--- config.mk ---
export PLATFORM = sky130hd
export DESIGN_NAME = frame_sync
export DESIGN_NICKNAME = d
export VERILOG_FILES = /design/src/verilog/frame_sync_pkg.sv /design/src/verilog/frame_timing_if.sv /design/src/verilog/frame_sync.sv /design/src/verilog/frame_tagger.sv /design/src/verilog/pss_scheduler.sv /design/src/verilog/symbol_timer.sv
export VERILOG_INCLUDE_DIRS = /design/src /design/src/verilog
export SDC_FILE = /design/constraint.sdc
export NUM_CORES = 1
export LEC_CHECK = 0
export ABC_CLOCK_PERIOD_IN_PS = 4600
export BUFFER_PORTS_ARGS = -buffer_cell sky130_fd_sc_hd__buf_4
export CAP_MARGIN = 20
export CELL_PAD_IN_SITES_DETAIL_PLACEMENT = 0
export CELL_PAD_IN_SITES_GLOBAL_PLACEMENT = 1
export CORE_ASPECT_RATIO = 1.1
export CORE_MARGIN = 8
export CORE_UTILIZATION = 39
export DETAILED_ROUTE_END_ITERATION = 6
export PLACE_DENSITY_LB_ADDON = 0.1
export RECOVER_POWER = 50
export SYNTH_ARGS = -nofsm -noshare
export SYNTH_HDL_FRONTEND = slang
export SYNTH_SLANG_ARGS = --single-unit
--- constraint.sdc ---
create_clock -name clk_i -period 4.6 [get_ports clk_i]
set_clock_uncertainty 0.1 [all_clocks]
set_input_delay 0.92 -clock clk_i [delete_from_list [all_inputs] [get_ports clk_i]]
set_output_delay 0.92 -clock clk_i [all_outputs]
set_load 0.1 [all_outputs]
--- src/verilog/frame_sync_config.svh ---
`ifndef FRAME_SYNC_CONFIG_SVH
`define FRAME_SYNC_CONFIG_SVH

// sample word
`define FS_IN_DW 32

// FFT and cyclic prefix lengths in samples
`define FS_NFFT 8
`define FS_FFT_LEN 256
`define FS_CP1_LEN 20
`define FS_CP2_LEN 18

// frame structure
`define FS_SYM_PER_SF 14
`define FS_SF_PER_FRAME 20
`define FS_SFN_MAX 1023

// one sample per clock
`define FS_CLK_FREQ 3840000
`define FS_CLKS_20MS 76800
// PSS detector wakes up 0.1 ms early and waits 0.1 ms past the expected SSB
`define FS_CLKS_EARLY 384
`define FS_CLKS_LATE 384

// find window around the expected SSB
`define FS_FIND_EARLY 4
`define FS_LATE_LIMIT 3

`endif

--- src/verilog/frame_sync_pkg.sv ---
package frame_sync_pkg;

    // acquisition state of the symbol timer
    typedef enum logic [1:0] {
        WAIT_FOR_SSB  = 2'd0,
        WAIT_FOR_IBAR = 2'd1,
        SYNCED        = 2'd2
    } sync_state_t;

    // mode requested from the PSS detector
    typedef enum logic [1:0] {
        SEARCH = 2'd0,
        FIND   = 2'd1,
        PAUSE  = 2'd2
    } pss_mode_t;

    // timing counters
    typedef logic [9:0] sfn_t;
    typedef logic [4:0] subframe_t;
    typedef logic [3:0] symbol_t;
    typedef logic [4:0] cp_len_t;

    // position inside a symbol, CP included
    typedef logic [8:0] sample_cnt_t;

    // samples early (negative) or late (positive)
    typedef logic signed [7:0] mismatch_t;

endpackage

--- src/verilog/frame_timing_if.sv ---
interface frame_timing_if (
    input logic clk_i
);
    import frame_sync_pkg::*;

    // position of the sample that was accepted one cycle earlier
    sfn_t        sfn;
    subframe_t   subframe;
    symbol_t     symbol;
    cp_len_t     cp_len;
    sample_cnt_t sample_cnt;
    logic        sample_valid;
    // first sample of a symbol while locked
    logic        sym_first;

    modport timer (
        input  clk_i,
        output sfn, subframe, symbol, cp_len, sample_cnt, sample_valid, sym_first
    );

    modport tagger (
        input clk_i, sfn, subframe, symbol, cp_len, sample_cnt, sample_valid, sym_first
    );

endinterface

--- src/verilog/frame_sync.sv ---
`include "frame_sync_config.svh"

module frame_sync (
    input  logic                        clk_i,
    input  logic                        reset_ni,
    input  logic [`FS_IN_DW-1:0]        s_axis_in_tdata_i,
    input  logic                        s_axis_in_tvalid_i,
    input  logic                        n_id_2_valid_i,
    input  logic                        ibar_ssb_valid_i,
    output frame_sync_pkg::pss_mode_t   pss_detector_mode_o,
    output logic [`FS_IN_DW-1:0]        m_axis_out_tdata_o,
    output logic [23:0]                 m_axis_out_tuser_o,
    output logic                        m_axis_out_tlast_o,
    output logic                        m_axis_out_tvalid_o,
    output logic                        symbol_start_o,
    output logic                        ssb_start_o,
    output frame_sync_pkg::sync_state_t state_o,
    output frame_sync_pkg::mismatch_t   sample_cnt_mismatch_o,
    output logic [15:0]                 missed_ssbs_o
);

    frame_timing_if timing_if (
        .clk_i(clk_i)
    );

    // detector control runs alongside the timer from the same strobes
    pss_scheduler u_pss_scheduler (
        .clk_i         (clk_i),
        .reset_ni      (reset_ni),
        .n_id_2_valid_i(n_id_2_valid_i),
        .pss_mode_o    (pss_detector_mode_o),
        .missed_ssbs_o (missed_ssbs_o)
    );

    symbol_timer u_symbol_timer (
        .clk_i             (clk_i),
        .reset_ni          (reset_ni),
        .s_axis_in_tvalid_i(s_axis_in_tvalid_i),
        .n_id_2_valid_i    (n_id_2_valid_i),
        .ibar_ssb_valid_i  (ibar_ssb_valid_i),
        .state_o           (state_o),
        .ssb_start_o       (ssb_start_o),
        .mismatch_o        (sample_cnt_mismatch_o),
        .timing            (timing_if.timer)
    );

    frame_tagger u_frame_tagger (
        .clk_i              (clk_i),
        .reset_ni           (reset_ni),
        .s_axis_in_tdata_i  (s_axis_in_tdata_i),
        .timing             (timing_if.tagger),
        .m_axis_out_tdata_o (m_axis_out_tdata_o),
        .m_axis_out_tuser_o (m_axis_out_tuser_o),
        .m_axis_out_tlast_o (m_axis_out_tlast_o),
        .m_axis_out_tvalid_o(m_axis_out_tvalid_o),
        .symbol_start_o     (symbol_start_o)
    );

endmodule

--- src/verilog/frame_tagger.sv ---
`include "frame_sync_config.svh"

module frame_tagger (
    input  logic                 clk_i,
    input  logic                 reset_ni,
    input  logic [`FS_IN_DW-1:0] s_axis_in_tdata_i,
    frame_timing_if.tagger       timing,
    output logic [`FS_IN_DW-1:0] m_axis_out_tdata_o,
    output logic [23:0]          m_axis_out_tuser_o,
    output logic                 m_axis_out_tlast_o,
    output logic                 m_axis_out_tvalid_o,
    output logic                 symbol_start_o
);
    import frame_sync_pkg::*;

    logic [`FS_IN_DW-1:0] data_q;
    sample_cnt_t          last_cnt;

    // last sample index of the symbol being tagged
    assign last_cnt = sample_cnt_t'(`FS_FFT_LEN + timing.cp_len - 1);

    // first stage lines the data up with the timer output
    always_ff @(posedge clk_i) begin
        data_q             <= s_axis_in_tdata_i;
        m_axis_out_tdata_o <= data_q;
        m_axis_out_tuser_o <= {timing.sfn, timing.subframe, timing.symbol, timing.cp_len};
    end

    always_ff @(posedge clk_i) begin
        if (!reset_ni) begin
            m_axis_out_tvalid_o <= 1'b0;
            m_axis_out_tlast_o  <= 1'b0;
            symbol_start_o      <= 1'b0;
        end else begin
            m_axis_out_tvalid_o <= timing.sample_valid;
            m_axis_out_tlast_o  <= timing.sample_valid && (timing.sample_cnt == last_cnt);
            // lock condition already folded into sym_first
            symbol_start_o      <= timing.sym_first;
        end
    end

endmodule

--- src/verilog/pss_scheduler.sv ---
`include "frame_sync_config.svh"

module pss_scheduler (
    input  logic                      clk_i,
    input  logic                      reset_ni,
    input  logic                      n_id_2_valid_i,
    output frame_sync_pkg::pss_mode_t pss_mode_o,
    output logic [15:0]               missed_ssbs_o
);
    import frame_sync_pkg::*;

    localparam int CLK_CNT_W = $clog2(`FS_CLKS_20MS + `FS_CLKS_LATE + 1);

    pss_mode_t            pss_state;
    logic [CLK_CNT_W-1:0] clks_since_ssb;

    always_ff @(posedge clk_i) begin
        if (!reset_ni) begin
            pss_state      <= SEARCH;
            pss_mode_o     <= SEARCH;
            clks_since_ssb <= '0;
            missed_ssbs_o  <= '0;
        end else begin
            // detector sees the state one cycle later
            pss_mode_o <= pss_state;
            case (pss_state)
                SEARCH: begin
                    // any N_id_2 is accepted here
                    if (n_id_2_valid_i) begin
                        missed_ssbs_o  <= '0;
                        clks_since_ssb <= CLK_CNT_W'(1);
                        pss_state      <= PAUSE;
                    end
                end
                PAUSE: begin
                    clks_since_ssb <= clks_since_ssb + 1'b1;
                    // sleep until shortly before the next SSB
                    if (clks_since_ssb > CLK_CNT_W'(`FS_CLKS_20MS - `FS_CLKS_EARLY)) begin
                        pss_state <= FIND;
                    end
                end
                FIND: begin
                    if (clks_since_ssb > CLK_CNT_W'(`FS_CLKS_20MS + `FS_CLKS_LATE)) begin
                        // SSB did not show up in time
                        missed_ssbs_o <= missed_ssbs_o + 1'b1;
                        pss_state     <= SEARCH;
                    end else if (n_id_2_valid_i) begin
                        clks_since_ssb <= CLK_CNT_W'(1);
                        pss_state      <= PAUSE;
                    end else begin
                        clks_since_ssb <= clks_since_ssb + 1'b1;
                    end
                end
                default: begin
                    pss_state <= SEARCH;
                end
            endcase
        end
    end

endmodule

--- src/verilog/symbol_timer.sv ---
`include "frame_sync_config.svh"

module symbol_timer (
    input  logic                        clk_i,
    input  logic                        reset_ni,
    input  logic                        s_axis_in_tvalid_i,
    input  logic                        n_id_2_valid_i,
    input  logic                        ibar_ssb_valid_i,
    output frame_sync_pkg::sync_state_t state_o,
    output logic                        ssb_start_o,
    output frame_sync_pkg::mismatch_t   mismatch_o,
    frame_timing_if.timer               timing
);
    import frame_sync_pkg::*;

    localparam int SYMS_BTWN_SSB = `FS_SYM_PER_SF * `FS_SF_PER_FRAME;

    // position of the next sample to be accepted
    sfn_t        sfn_q;
    subframe_t   subframe_q;
    symbol_t     symbol_q;
    cp_len_t     cp_len_q;
    sample_cnt_t sample_cnt_q;
    logic [8:0]  syms_since_ssb_q;
    logic        window_q;
    sample_cnt_t sym_len;

    // start of the following symbol
    sfn_t        adv_sfn;
    subframe_t   adv_subframe;
    symbol_t     adv_symbol;
    cp_len_t     adv_cp_len;

    // position given to the sample at the input this cycle
    sfn_t        eff_sfn;
    subframe_t   eff_subframe;
    symbol_t     eff_symbol;
    cp_len_t     eff_cp_len;
    sample_cnt_t eff_cnt;

    logic        locked;
    logic        in_window;
    logic        acq_hit;
    logic        ssb_hit;
    logic        ssb_late;
    logic        sym_end;

    assign sym_len   = sample_cnt_t'(`FS_FFT_LEN + cp_len_q);
    assign ssb_late  = sample_cnt_q < sample_cnt_t'(`FS_LATE_LIMIT);
    assign in_window = window_q &&
                       (ssb_late || sample_cnt_q >= sym_len - sample_cnt_t'(`FS_FIND_EARLY));
    assign acq_hit   = (state_o == WAIT_FOR_SSB) && n_id_2_valid_i;
    assign ssb_hit   = in_window && n_id_2_valid_i;
    assign locked    = (state_o != WAIT_FOR_SSB) || acq_hit;

    always_comb begin
        adv_sfn      = sfn_q;
        adv_subframe = subframe_q;
        if (symbol_q == symbol_t'(`FS_SYM_PER_SF - 1)) begin
            adv_symbol = '0;
            if (subframe_q == subframe_t'(`FS_SF_PER_FRAME - 1)) begin
                adv_subframe = '0;
                adv_sfn      = (sfn_q == sfn_t'(`FS_SFN_MAX - 1)) ? '0 : sfn_q + 1'b1;
            end else begin
                adv_subframe = subframe_q + 1'b1;
            end
        end else begin
            adv_symbol = symbol_q + 1'b1;
        end
        // long CP ahead of symbols 0 and 7
        if (adv_symbol == 4'd0 || adv_symbol == 4'd7) begin
            adv_cp_len = cp_len_t'(`FS_CP1_LEN);
        end else begin
            adv_cp_len = cp_len_t'(`FS_CP2_LEN);
        end
    end

    always_comb begin
        eff_sfn      = sfn_q;
        eff_subframe = subframe_q;
        eff_symbol   = symbol_q;
        eff_cp_len   = cp_len_q;
        eff_cnt      = sample_cnt_q;
        if (acq_hit) begin
            // first PSS is taken as symbol 2 of the SSB burst
            eff_symbol = 4'd2;
            eff_cp_len = cp_len_t'(`FS_CP2_LEN);
            eff_cnt    = '0;
        end else if (ssb_hit) begin
            // a late strobe restarts the current symbol and an early one jumps ahead
            eff_cnt = '0;
            if (!ssb_late) begin
                eff_sfn      = adv_sfn;
                eff_subframe = adv_subframe;
                eff_symbol   = adv_symbol;
                eff_cp_len   = adv_cp_len;
            end
        end
        sym_end = eff_cnt == sample_cnt_t'(`FS_FFT_LEN + eff_cp_len - 1);
    end

    always_ff @(posedge clk_i) begin
        if (!reset_ni) begin
            state_o          <= WAIT_FOR_SSB;
            ssb_start_o      <= 1'b0;
            mismatch_o       <= '0;
            window_q         <= 1'b0;
            sfn_q            <= '0;
            subframe_q       <= '0;
            symbol_q         <= '0;
            cp_len_q         <= '0;
            sample_cnt_q     <= '0;
            syms_since_ssb_q <= '0;
        end else begin
            ssb_start_o <= ssb_hit;

            if (locked && s_axis_in_tvalid_i) begin
                if (sym_end) begin
                    sfn_q            <= adv_sfn;
                    subframe_q       <= adv_subframe;
                    symbol_q         <= adv_symbol;
                    cp_len_q         <= adv_cp_len;
                    sample_cnt_q     <= '0;
                    syms_since_ssb_q <= syms_since_ssb_q + 1'b1;
                end else begin
                    sfn_q        <= eff_sfn;
                    subframe_q   <= eff_subframe;
                    symbol_q     <= eff_symbol;
                    cp_len_q     <= eff_cp_len;
                    sample_cnt_q <= eff_cnt + 1'b1;
                end
            end else if (acq_hit || ssb_hit) begin
                // the next sample opens the symbol when the strobe has no sample
                sfn_q        <= eff_sfn;
                subframe_q   <= eff_subframe;
                symbol_q     <= eff_symbol;
                cp_len_q     <= eff_cp_len;
                sample_cnt_q <= '0;
            end
            if (acq_hit || ssb_hit) begin
                syms_since_ssb_q <= '0;
            end

            case (state_o)
                WAIT_FOR_SSB: begin
                    if (n_id_2_valid_i) begin
                        state_o <= WAIT_FOR_IBAR;
                    end
                end
                WAIT_FOR_IBAR: begin
                    if (ibar_ssb_valid_i) begin
                        state_o <= SYNCED;
                    end
                end
                SYNCED: begin
                    if (ssb_hit) begin
                        window_q <= 1'b0;
                        if (sample_cnt_q == '0) begin
                            mismatch_o <= '0;
                        end else if (ssb_late) begin
                            mismatch_o <= mismatch_t'(sample_cnt_q);
                        end else begin
                            mismatch_o <= mismatch_t'(sample_cnt_q - sym_len);
                        end
                    end else if (window_q && s_axis_in_tvalid_i &&
                                 sample_cnt_q == sample_cnt_t'(`FS_LATE_LIMIT)) begin
                        // SSB lost so acquisition starts over
                        window_q <= 1'b0;
                        state_o  <= WAIT_FOR_SSB;
                    end else if (!window_q && s_axis_in_tvalid_i &&
                                 syms_since_ssb_q == 9'(SYMS_BTWN_SSB - 1) &&
                                 sample_cnt_q == sym_len - sample_cnt_t'(`FS_FIND_EARLY)) begin
                        window_q <= 1'b1;
                    end
                end
                default: begin
                    state_o <= WAIT_FOR_SSB;
                end
            endcase
        end
    end

    always_ff @(posedge clk_i) begin
        if (!reset_ni) begin
            timing.sample_valid <= 1'b0;
            timing.sym_first    <= 1'b0;
        end else begin
            timing.sample_valid <= s_axis_in_tvalid_i;
            timing.sym_first    <= locked && s_axis_in_tvalid_i && (eff_cnt == '0);
        end
    end

    // tag of the accepted sample
    always_ff @(posedge clk_i) begin
        timing.sfn        <= eff_sfn;
        timing.subframe   <= eff_subframe;
        timing.symbol     <= eff_symbol;
        timing.cp_len     <= eff_cp_len;
        timing.sample_cnt <= eff_cnt;
    end

endmodule
==> results of run 1 <==
==> worst min path at each step <==
stage | start | depth (start not counted) | endpoint | slack [ps]
after global placement | u_frame_tagger.data_q[7] | 0 | u_frame_tagger.m_axis_out_tdata_o[7] | 210
after floorplan | u_frame_tagger.data_q[0] | 0 | u_frame_tagger.m_axis_out_tdata_o[0] | 210
after global routing | u_frame_tagger.data_q[12] | 0 | u_frame_tagger.m_axis_out_tdata_o[12] | 230
after CTS | u_symbol_timer.timing.sfn[4] | 0 | u_frame_tagger.m_axis_out_tuser_o[18] | 230
after detailed placement | u_symbol_timer.timing.sfn[1] | 0 | u_frame_tagger.m_axis_out_tuser_o[15] | 210
final | u_frame_tagger.data_q[1] | 0 | u_frame_tagger.m_axis_out_tdata_o[1] | 230
==> power by group through the flow <==
stage	Combinational (uW)	Sequential [uW]	Clock [uW]
2_1_floorplan	318	2180	0
3_3_place_gp	673	2020	0
3_5_place_dp	671	2020	0
4_1_cts	674	1970	2130
5_1_grt	744	1980	2210
6_report	682	1970	2060
==> through the flow <==
step	hold slack [ps]	power [uW]
CTS	226	4780
floorplan	210	2500
finish	226	4720
global route	229	4930
global placement	210	2690
detailed placement	212	2690
==> cell type report <==
cell class | instances | area [um2]
timing repair buffer | 176 | 1140
tap | 290 | 363
fill | 2094 | 10400
clock inverter | 15 | 251
inverter | 32 | 120
multi-input combinational | 620 | 4040
sequential | 217 | 4350
clock buffer | 27 | 611
==> registers in the layout, summed over array words and instances, names as in the netlist, 8 cells and up <==
name,count
u_frame_tagger.m_axis_out_tuser_o,24
u_frame_tagger.data_q,32
u_symbol_timer.syms_since_ssb_q,9
u_symbol_timer.timing.sample_cnt,9
u_pss_scheduler.missed_ssbs_o,16
u_frame_tagger.m_axis_out_tdata_o,32
u_symbol_timer.mismatch_o,8
u_pss_scheduler.clks_since_ssb,17
u_symbol_timer.sample_cnt_q,9
u_symbol_timer.timing.sfn,10
u_symbol_timer.sfn_q,10
==> cell usage after synthesis (5+ instances only) <==
master    number  area share [%]
xnor2_1       27             2.8
and2_1        13            0.96
and3_1         7            0.52
nor3_1        31             1.8
o31ai_1        5            0.44
inv_1         32             1.4
clkbuf_1      22            0.98
nor3b_1        5            0.44
nand2_1       88             3.9
o21ai_0       42             2.5
nand3_1       41             2.4
nor4_1        10            0.74
nor2b_1       11            0.81
a21oi_1       48             2.8
nand2b_1       9            0.67
o211ai_1       5            0.44
nand4_1       15             1.1
xor2_1        25             2.6
o21a_1         6            0.53
nor2_1        95             4.2
buf_2          5            0.30
or3_1          7            0.52
nand3b_1       5            0.44
ha_1          31             4.6
a31oi_1       13            0.96
mux2i_1        6            0.71
a211oi_1       6            0.53
dfxtp_1      217              51
==> routing by layer <==
metal	part of all wire [%]	vias to the layer above	GRT usage, %
li1	-	3493	-
met1	46	3188	20.5
met2	46	156	25.2
met3	6.4	26	3.30
met4	1.5	0	3.26
met5	0	-	0
==> what timing repair did <==
| item | 4_1_cts | 5_1_grt |
|---|---|---|
| cloned | 0 | 1 |
| setup buffers | 2 | 11 |
| gates resized for setup | 1 | 41 |
| hold buffers | 0 | 0 |
| pin swaps | 1 | 15 |
| setup endpoints to repair | 2 | 42 |
==> cell families (layout without fill, tap and decap cells) <==
group	Yosys count	after routing
compound gates	172	172
xor+xnor	52	52
fa+ha+maj	32	32
buf+inv	65	250
flops	217	217
mux	8	8
simple gates	356	356
==> impl_metrics.py, run 1 <==
metrics = {
    "run_status": {
        "outcome": "complete, no violations",
    },
    "placement": {
        "placed_cells": 1321,
        "io_buffers": 124,
        "routabilityCongestion": 0.850,
        "place_ws_ps": 6.36,
        "postPlaceCellArea_mm2": 0.00989,
        "hpwl_mm": 15.5,
    },
    "synth": {
        "synthSimpleGateAreaFrac_pct": 20.6,
        "synth-compound-area-share_pct": 13.6,
        "netlist_area_mm2": 0.00845,
        "synth_top_family_by_area": "simple AND/OR/NAND/NOR gates",
        "syn-num-nets": 971,
        "yosys_warnings": 0,
        "postSynthCellCount": 902,
        "synth_edf_count": 0,
        "synth.avg_cell_area_um2": 9.37,
        "synth_top_flop_cell": "dfxtp_1",
        "yosys_register_bits": 217,
        "synth_seq_area_share_pct": 51.4,
        "synthAdderAreaFrac_pct": 4.83,
        "ys_types": 75,
        "synth_xor_area_share_pct": 5.39,
        "async_flop_share_pct": 0,
        "synth.area.mux_share_pct": 0.977,
    },
    "power": {
        "power_density_mw_per_mm2": 434,
        "p_leak_uw": 0.00431,
        "power.share.switching_pct": 26.9,
        "p_sw_uw": 1270,
        "power.share.combinational_pct": 14.5,
        "ir_drop_mv": 0.278,
        "intPower_uw": 3450,
        "power_frac_seq_pct": 41.9,
        "clkPwrFrac_pct": 43.7,
    },
    "critical_path": {
        "crit_path_frequent_cell": "ha_4",
        "worst-path-buf-inv": 4,
        "worstPathRequired_ps": 4920,
        "startpoint": "u_symbol_timer.cp_len_q[2]",
        "critPathMaxFanout": 8,
        "crit_slowest_cell": "dfxtp_2",
        "crit_path_end": "u_symbol_timer.sfn_q[8]",
        "rrSetupSlack_ps": 220,
        "cp.depth": 24,
        "ff2ff_path_depth": 24,
        "endpoint_kind": "flip-flop",
        "r2r_end": "u_symbol_timer.sfn_q[8]",
        "critPathKind": "reg2reg",
        "path_cells": "inv_2 > ha_4 > ha_4 > ha_4 > nand4b_1 > nor4_4 > or2_1 > o211ai_1 > o21ai_1 > nand2_1 > inv_1 > ha_2 > nor3b_4 > ha_4 > xnor2_2 > nor3_2 > o21ai_1 > a22oi_2 > nand3_4 > o21ai_4 > buf_12 > buf_4 > a21oi_1 > a31o_1",
        "arrival_ps": 4690,
        "r2r-start": "u_symbol_timer.cp_len_q[2]",
        "slowest_delay_ps": 330,
        "start_kind": "flip-flop",
        "cpLargestDelayFamily": "simple AND/OR/NAND/NOR gates",
    },
    "floorplanning": {
        "fp-row-count": 56,
        "die_h_um": 170,
        "ios": 125,
        "core_area_mm2": 0.0213,
        "fp.dieArea_mm2": 0.0266,
        "initial_core_util_pct": 39.7,
        "die_w_um": 156,
    },
    "global_routing": {
        "grt_pass1_vias": 6529,
        "grt-ovfl-total": 0,
        "track_usage_pct": 15.4,
        "grt_pass1_wl_mm": 33.9,
        "grt_max_degree": 31,
        "antenna_found_initial": 0,
    },
    "timing": {
        "setup-violations-final": 0,
        "fin_tns_setup_ps": 0,
        "max_freq_mhz": 228,
        "rsz0062_at_grt": "yes",
        "timing.final.crit_share_pct": 95.1,
        "fin_crit_ps": 4380,
        "slew_headroom_pct": 15.9,
        "tightest_slew_ps": 1270,
        "setup_slack_ps": 223,
        "final-max-slew-violation-count": 0,
        "hold_violations": 0,
    },
    "clock_tree": {
        "path_clk_slew_ps": 60,
        "cts_buffers": 23,
        "clkLatencyLatePin_ps": 510,
        "clk_path_buf_depth": 3,
        "htreeDepth": 1,
        "tritoncts": "built",
        "cts_root_buf": "clkbuf_16",
        "clock_sinks": 217,
    },
    "drt": {
        "num_vias": 6863,
        "drcViolationCount": 0,
        "ant_nets": 0,
        "drtPass1Iterations": 5,
        "routedWlPerCell_um": 15.6,
        "wirelength_mm": 21.4,
        "viasPerCell": 4.98,
        "drtIter0Drc": 264,
    },
    "final_layout": {
        "design_area_mm2": 0.0109,
        "num_antenna_cells": 0,
        "drive_gt1_share_pct": 19.1,
        "post-route-util_pct": 51.0,
        "final_common_cell": "dfxtp_1",
        "mostFrequentLayoutCells": "dfxtp_1, nor2_1, nand2_1",
        "fin_cells": 1377,
        "nets": 1139,
        "area_growth_pct": 28.7,
    },
    "run": {
        "drv.max_cap_violation_count": 0,
    },
    "worst_hold_path": {
        "hold_class": "reg2reg",
    },
}
Note: power is estimated with default switching activity, not from simulation.
==> inputs of run 2 (changes only) <==
--- a/config.mk
+++ b/config.mk
@@ -15,6 +15,7 @@
 export CORE_MARGIN = 8
 export CORE_UTILIZATION = 39
 export DETAILED_ROUTE_END_ITERATION = 6
+export MAX_ROUTING_LAYER = met4
 export PLACE_DENSITY_LB_ADDON = 0.1
 export RECOVER_POWER = 50
 export SYNTH_ARGS = -nofsm -noshare
==> impl_metrics.py, run 2 (synthesis gave the netlist of run 1 again) <==
metrics = {
    "clock_tree": {
        "path_clk_slew_ps": 70,
        "holdBufCountCts": 0,
        "tritoncts": "built",
        "clk_path_buf_depth": 3,
        "clock_sinks": 217,
        "cts_root_buf": "clkbuf_16",
        "cts_buffers": 23,
        "clkLatencyLatePin_ps": 520,
        "htreeDepth": 1,
    },
    "drt": {
        "drtIter0Drc": 265,
        "viasPerCell": 4.98,
        "num_vias": 6853,
        "ant_nets": 0,
        "routedWlPerCell_um": 15.6,
        "drtPass1Iterations": 5,
        "wirelength_mm": 21.4,
        "drcViolationCount": 0,
    },
    "critical_path": {
        "critPathMaxFanout": 8,
        "start_kind": "flip-flop",
        "crit_slowest_cell": "dfxtp_2",
        "slowest_delay_ps": 330,
        "arrival_ps": 4700,
        "path_cells": "inv_2 > ha_4 > ha_4 > ha_4 > nand4b_1 > nor4_4 > or2_1 > o211ai_1 > o21ai_1 > nand2_1 > inv_1 > ha_2 > nor3b_4 > ha_4 > xnor2_2 > nor3_2 > o21ai_1 > a22oi_2 > nand3_4 > o21ai_4 > buf_12 > buf_4 > a21oi_1 > a31o_1",
        "critPathKind": "reg2reg",
        "crit_path_frequent_cell": "ha_4",
        "worstPathRequired_ps": 4920,
        "endpoint_kind": "flip-flop",
    },
    "placement": {
        "io_buffers": 124,
        "hpwl_mm": 15.5,
        "placed_cells": 1321,
        "routabilityCongestion": 0.864,
        "postPlaceCellArea_mm2": 0.00989,
    },
    "timing": {
        "fin_tns_setup_ps": 0,
        "rsz0062_at_grt": "yes",
        "tightest_slew_ps": 1270,
        "max_freq_mhz": 228,
        "fin_crit_ps": 4380,
        "hold_violations": 0,
        "setup-violations-final": 0,
        "timing.final.crit_share_pct": 95.3,
        "slew_headroom_pct": 15.8,
        "final-max-slew-violation-count": 0,
    },
    "final_layout": {
        "design_area_mm2": 0.0109,
        "multi_input_area_mm2": 0.00404,
        "mostFrequentLayoutCells": "dfxtp_1, nor2_1, nand2_1",
        "area_growth_pct": 28.7,
        "drive_gt1_share_pct": 19.1,
        "fin_cells": 1377,
        "fill_cells": 2094,
        "post-route-util_pct": 51.0,
        "ff_latch_area_mm2": 0.00435,
        "nets": 1139,
        "largest_registers": "u_frame_tagger.data_q x32, u_frame_tagger.m_axis_out_tdata_o x32, u_frame_tagger.m_axis_out_tuser_o x24",
        "num_antenna_cells": 0,
        "final_common_cell": "dfxtp_1",
    },
    "floorplanning": {
        "initial_core_util_pct": 39.7,
        "core_area_mm2": 0.0213,
        "fp-row-count": 56,
        "ios": 125,
        "fp.dieArea_mm2": 0.0266,
        "die_w_um": 156,
        "die_h_um": 170,
    },
    "global_routing": {
        "antenna_found_initial": 0,
        "grt_max_degree": 31,
        "grt_pass1_wl_mm": 33.9,
        "track_usage_pct": 15.9,
        "grt-ovfl-total": 0,
        "grt_pass1_vias": 6522,
    },
    "power": {
        "fin_total_pwr_uw": 4720,
        "clkPwrFrac_pct": 43.8,
        "power_frac_seq_pct": 41.8,
        "p_leak_uw": 0.00431,
        "power.share.switching_pct": 27.0,
        "ir_drop_mv": 0.278,
        "intPower_uw": 3450,
        "power.share.combinational_pct": 14.4,
        "power_density_mw_per_mm2": 435,
        "p_sw_uw": 1280,
    },
    "run_status": {
        "outcome": "complete, no violations",
    },
    "run": {
        "drv.max_cap_violation_count": 0,
    },
    "worst_hold_path": {
        "hold_class": "reg2reg",
    },
}
-- run 2: cell counts in the layout (fill, tap and decap cells not counted) --
Identical to the previous run, type by type.
-- run 2: worst max-delay path, delay by kind of cell (launching register included) --
| family | cells | cell delay, ps |
|---|---|---|
| simple gates | 7 | 1320 |
| fa+ha+maj | 5 | 980 |
| compound gates | 7 | 1100 |
| xor+xnor | 1 | 70 |
| flops | 1 | 330 |
| buf+inv | 4 | 370 |
-- run 2: path summary, 6_finish.rpt --
check	from	to	slack [ps]	depth (start not counted)
worst min register to register	u_frame_tagger.data_q[1]	u_frame_tagger.m_axis_out_tdata_o[1]	230	0
worst min-delay path	u_frame_tagger.data_q[1]	u_frame_tagger.m_axis_out_tdata_o[1]	230	0
worst max-delay path	u_symbol_timer.cp_len_q[2]	u_symbol_timer.sfn_q[8]	220	24
worst max register to register	u_symbol_timer.cp_len_q[2]	u_symbol_timer.sfn_q[8]	220	24
-- run 2: routing by layer --
layer,track usage [%],share of wire (%),vias to the layer above
met5,-,0,-
met4,3.26,1.6,0
met3,3.20,5.8,29
met2,25.2,46,149
met1,20.5,47,3187
li1,-,-,3488
-- run 2: stage by stage --
step | worst slack [ps] | hold WS (ps)
after floorplan | 40.0 | 210
final | 218 | 226
after global routing | -98.0 | 229
after CTS | 70.4 | 226
after global placement | 79.2 | 210
after detailed placement | 6.36 | 212
-- run 2: what timing repair did --
item                                    4_1_cts  5_1_grt
pin swaps                                     1       15
cloned                                        0        1
resized for setup                             1       41
endpoints found under the setup margin        2       42
setup buffers                                 2       11
-- run 2: layout make-up --
type                            count  share of cell area [%]
Sequential cell                   217                    40.0
Multi-Input combinational cell    620                    37.2
Timing Repair Buffer              176                    10.5
Clock buffer                       27                    5.62
Tap cell                          290                    3.34
Clock inverter                     15                    2.31
Inverter                           32                    1.10
-- run 2: power groups by stage --
stage / sequential, uW / combinational [uW] / clock (uW)
CTS: 1970 / 674 / 2130
global placement: 2020 / 673 / 0
global route: 1980 / 744 / 2210
detailed placement: 2020 / 671 / 0
finish: 1970 / 682 / 2070
floorplan: 2180 / 318 / 0
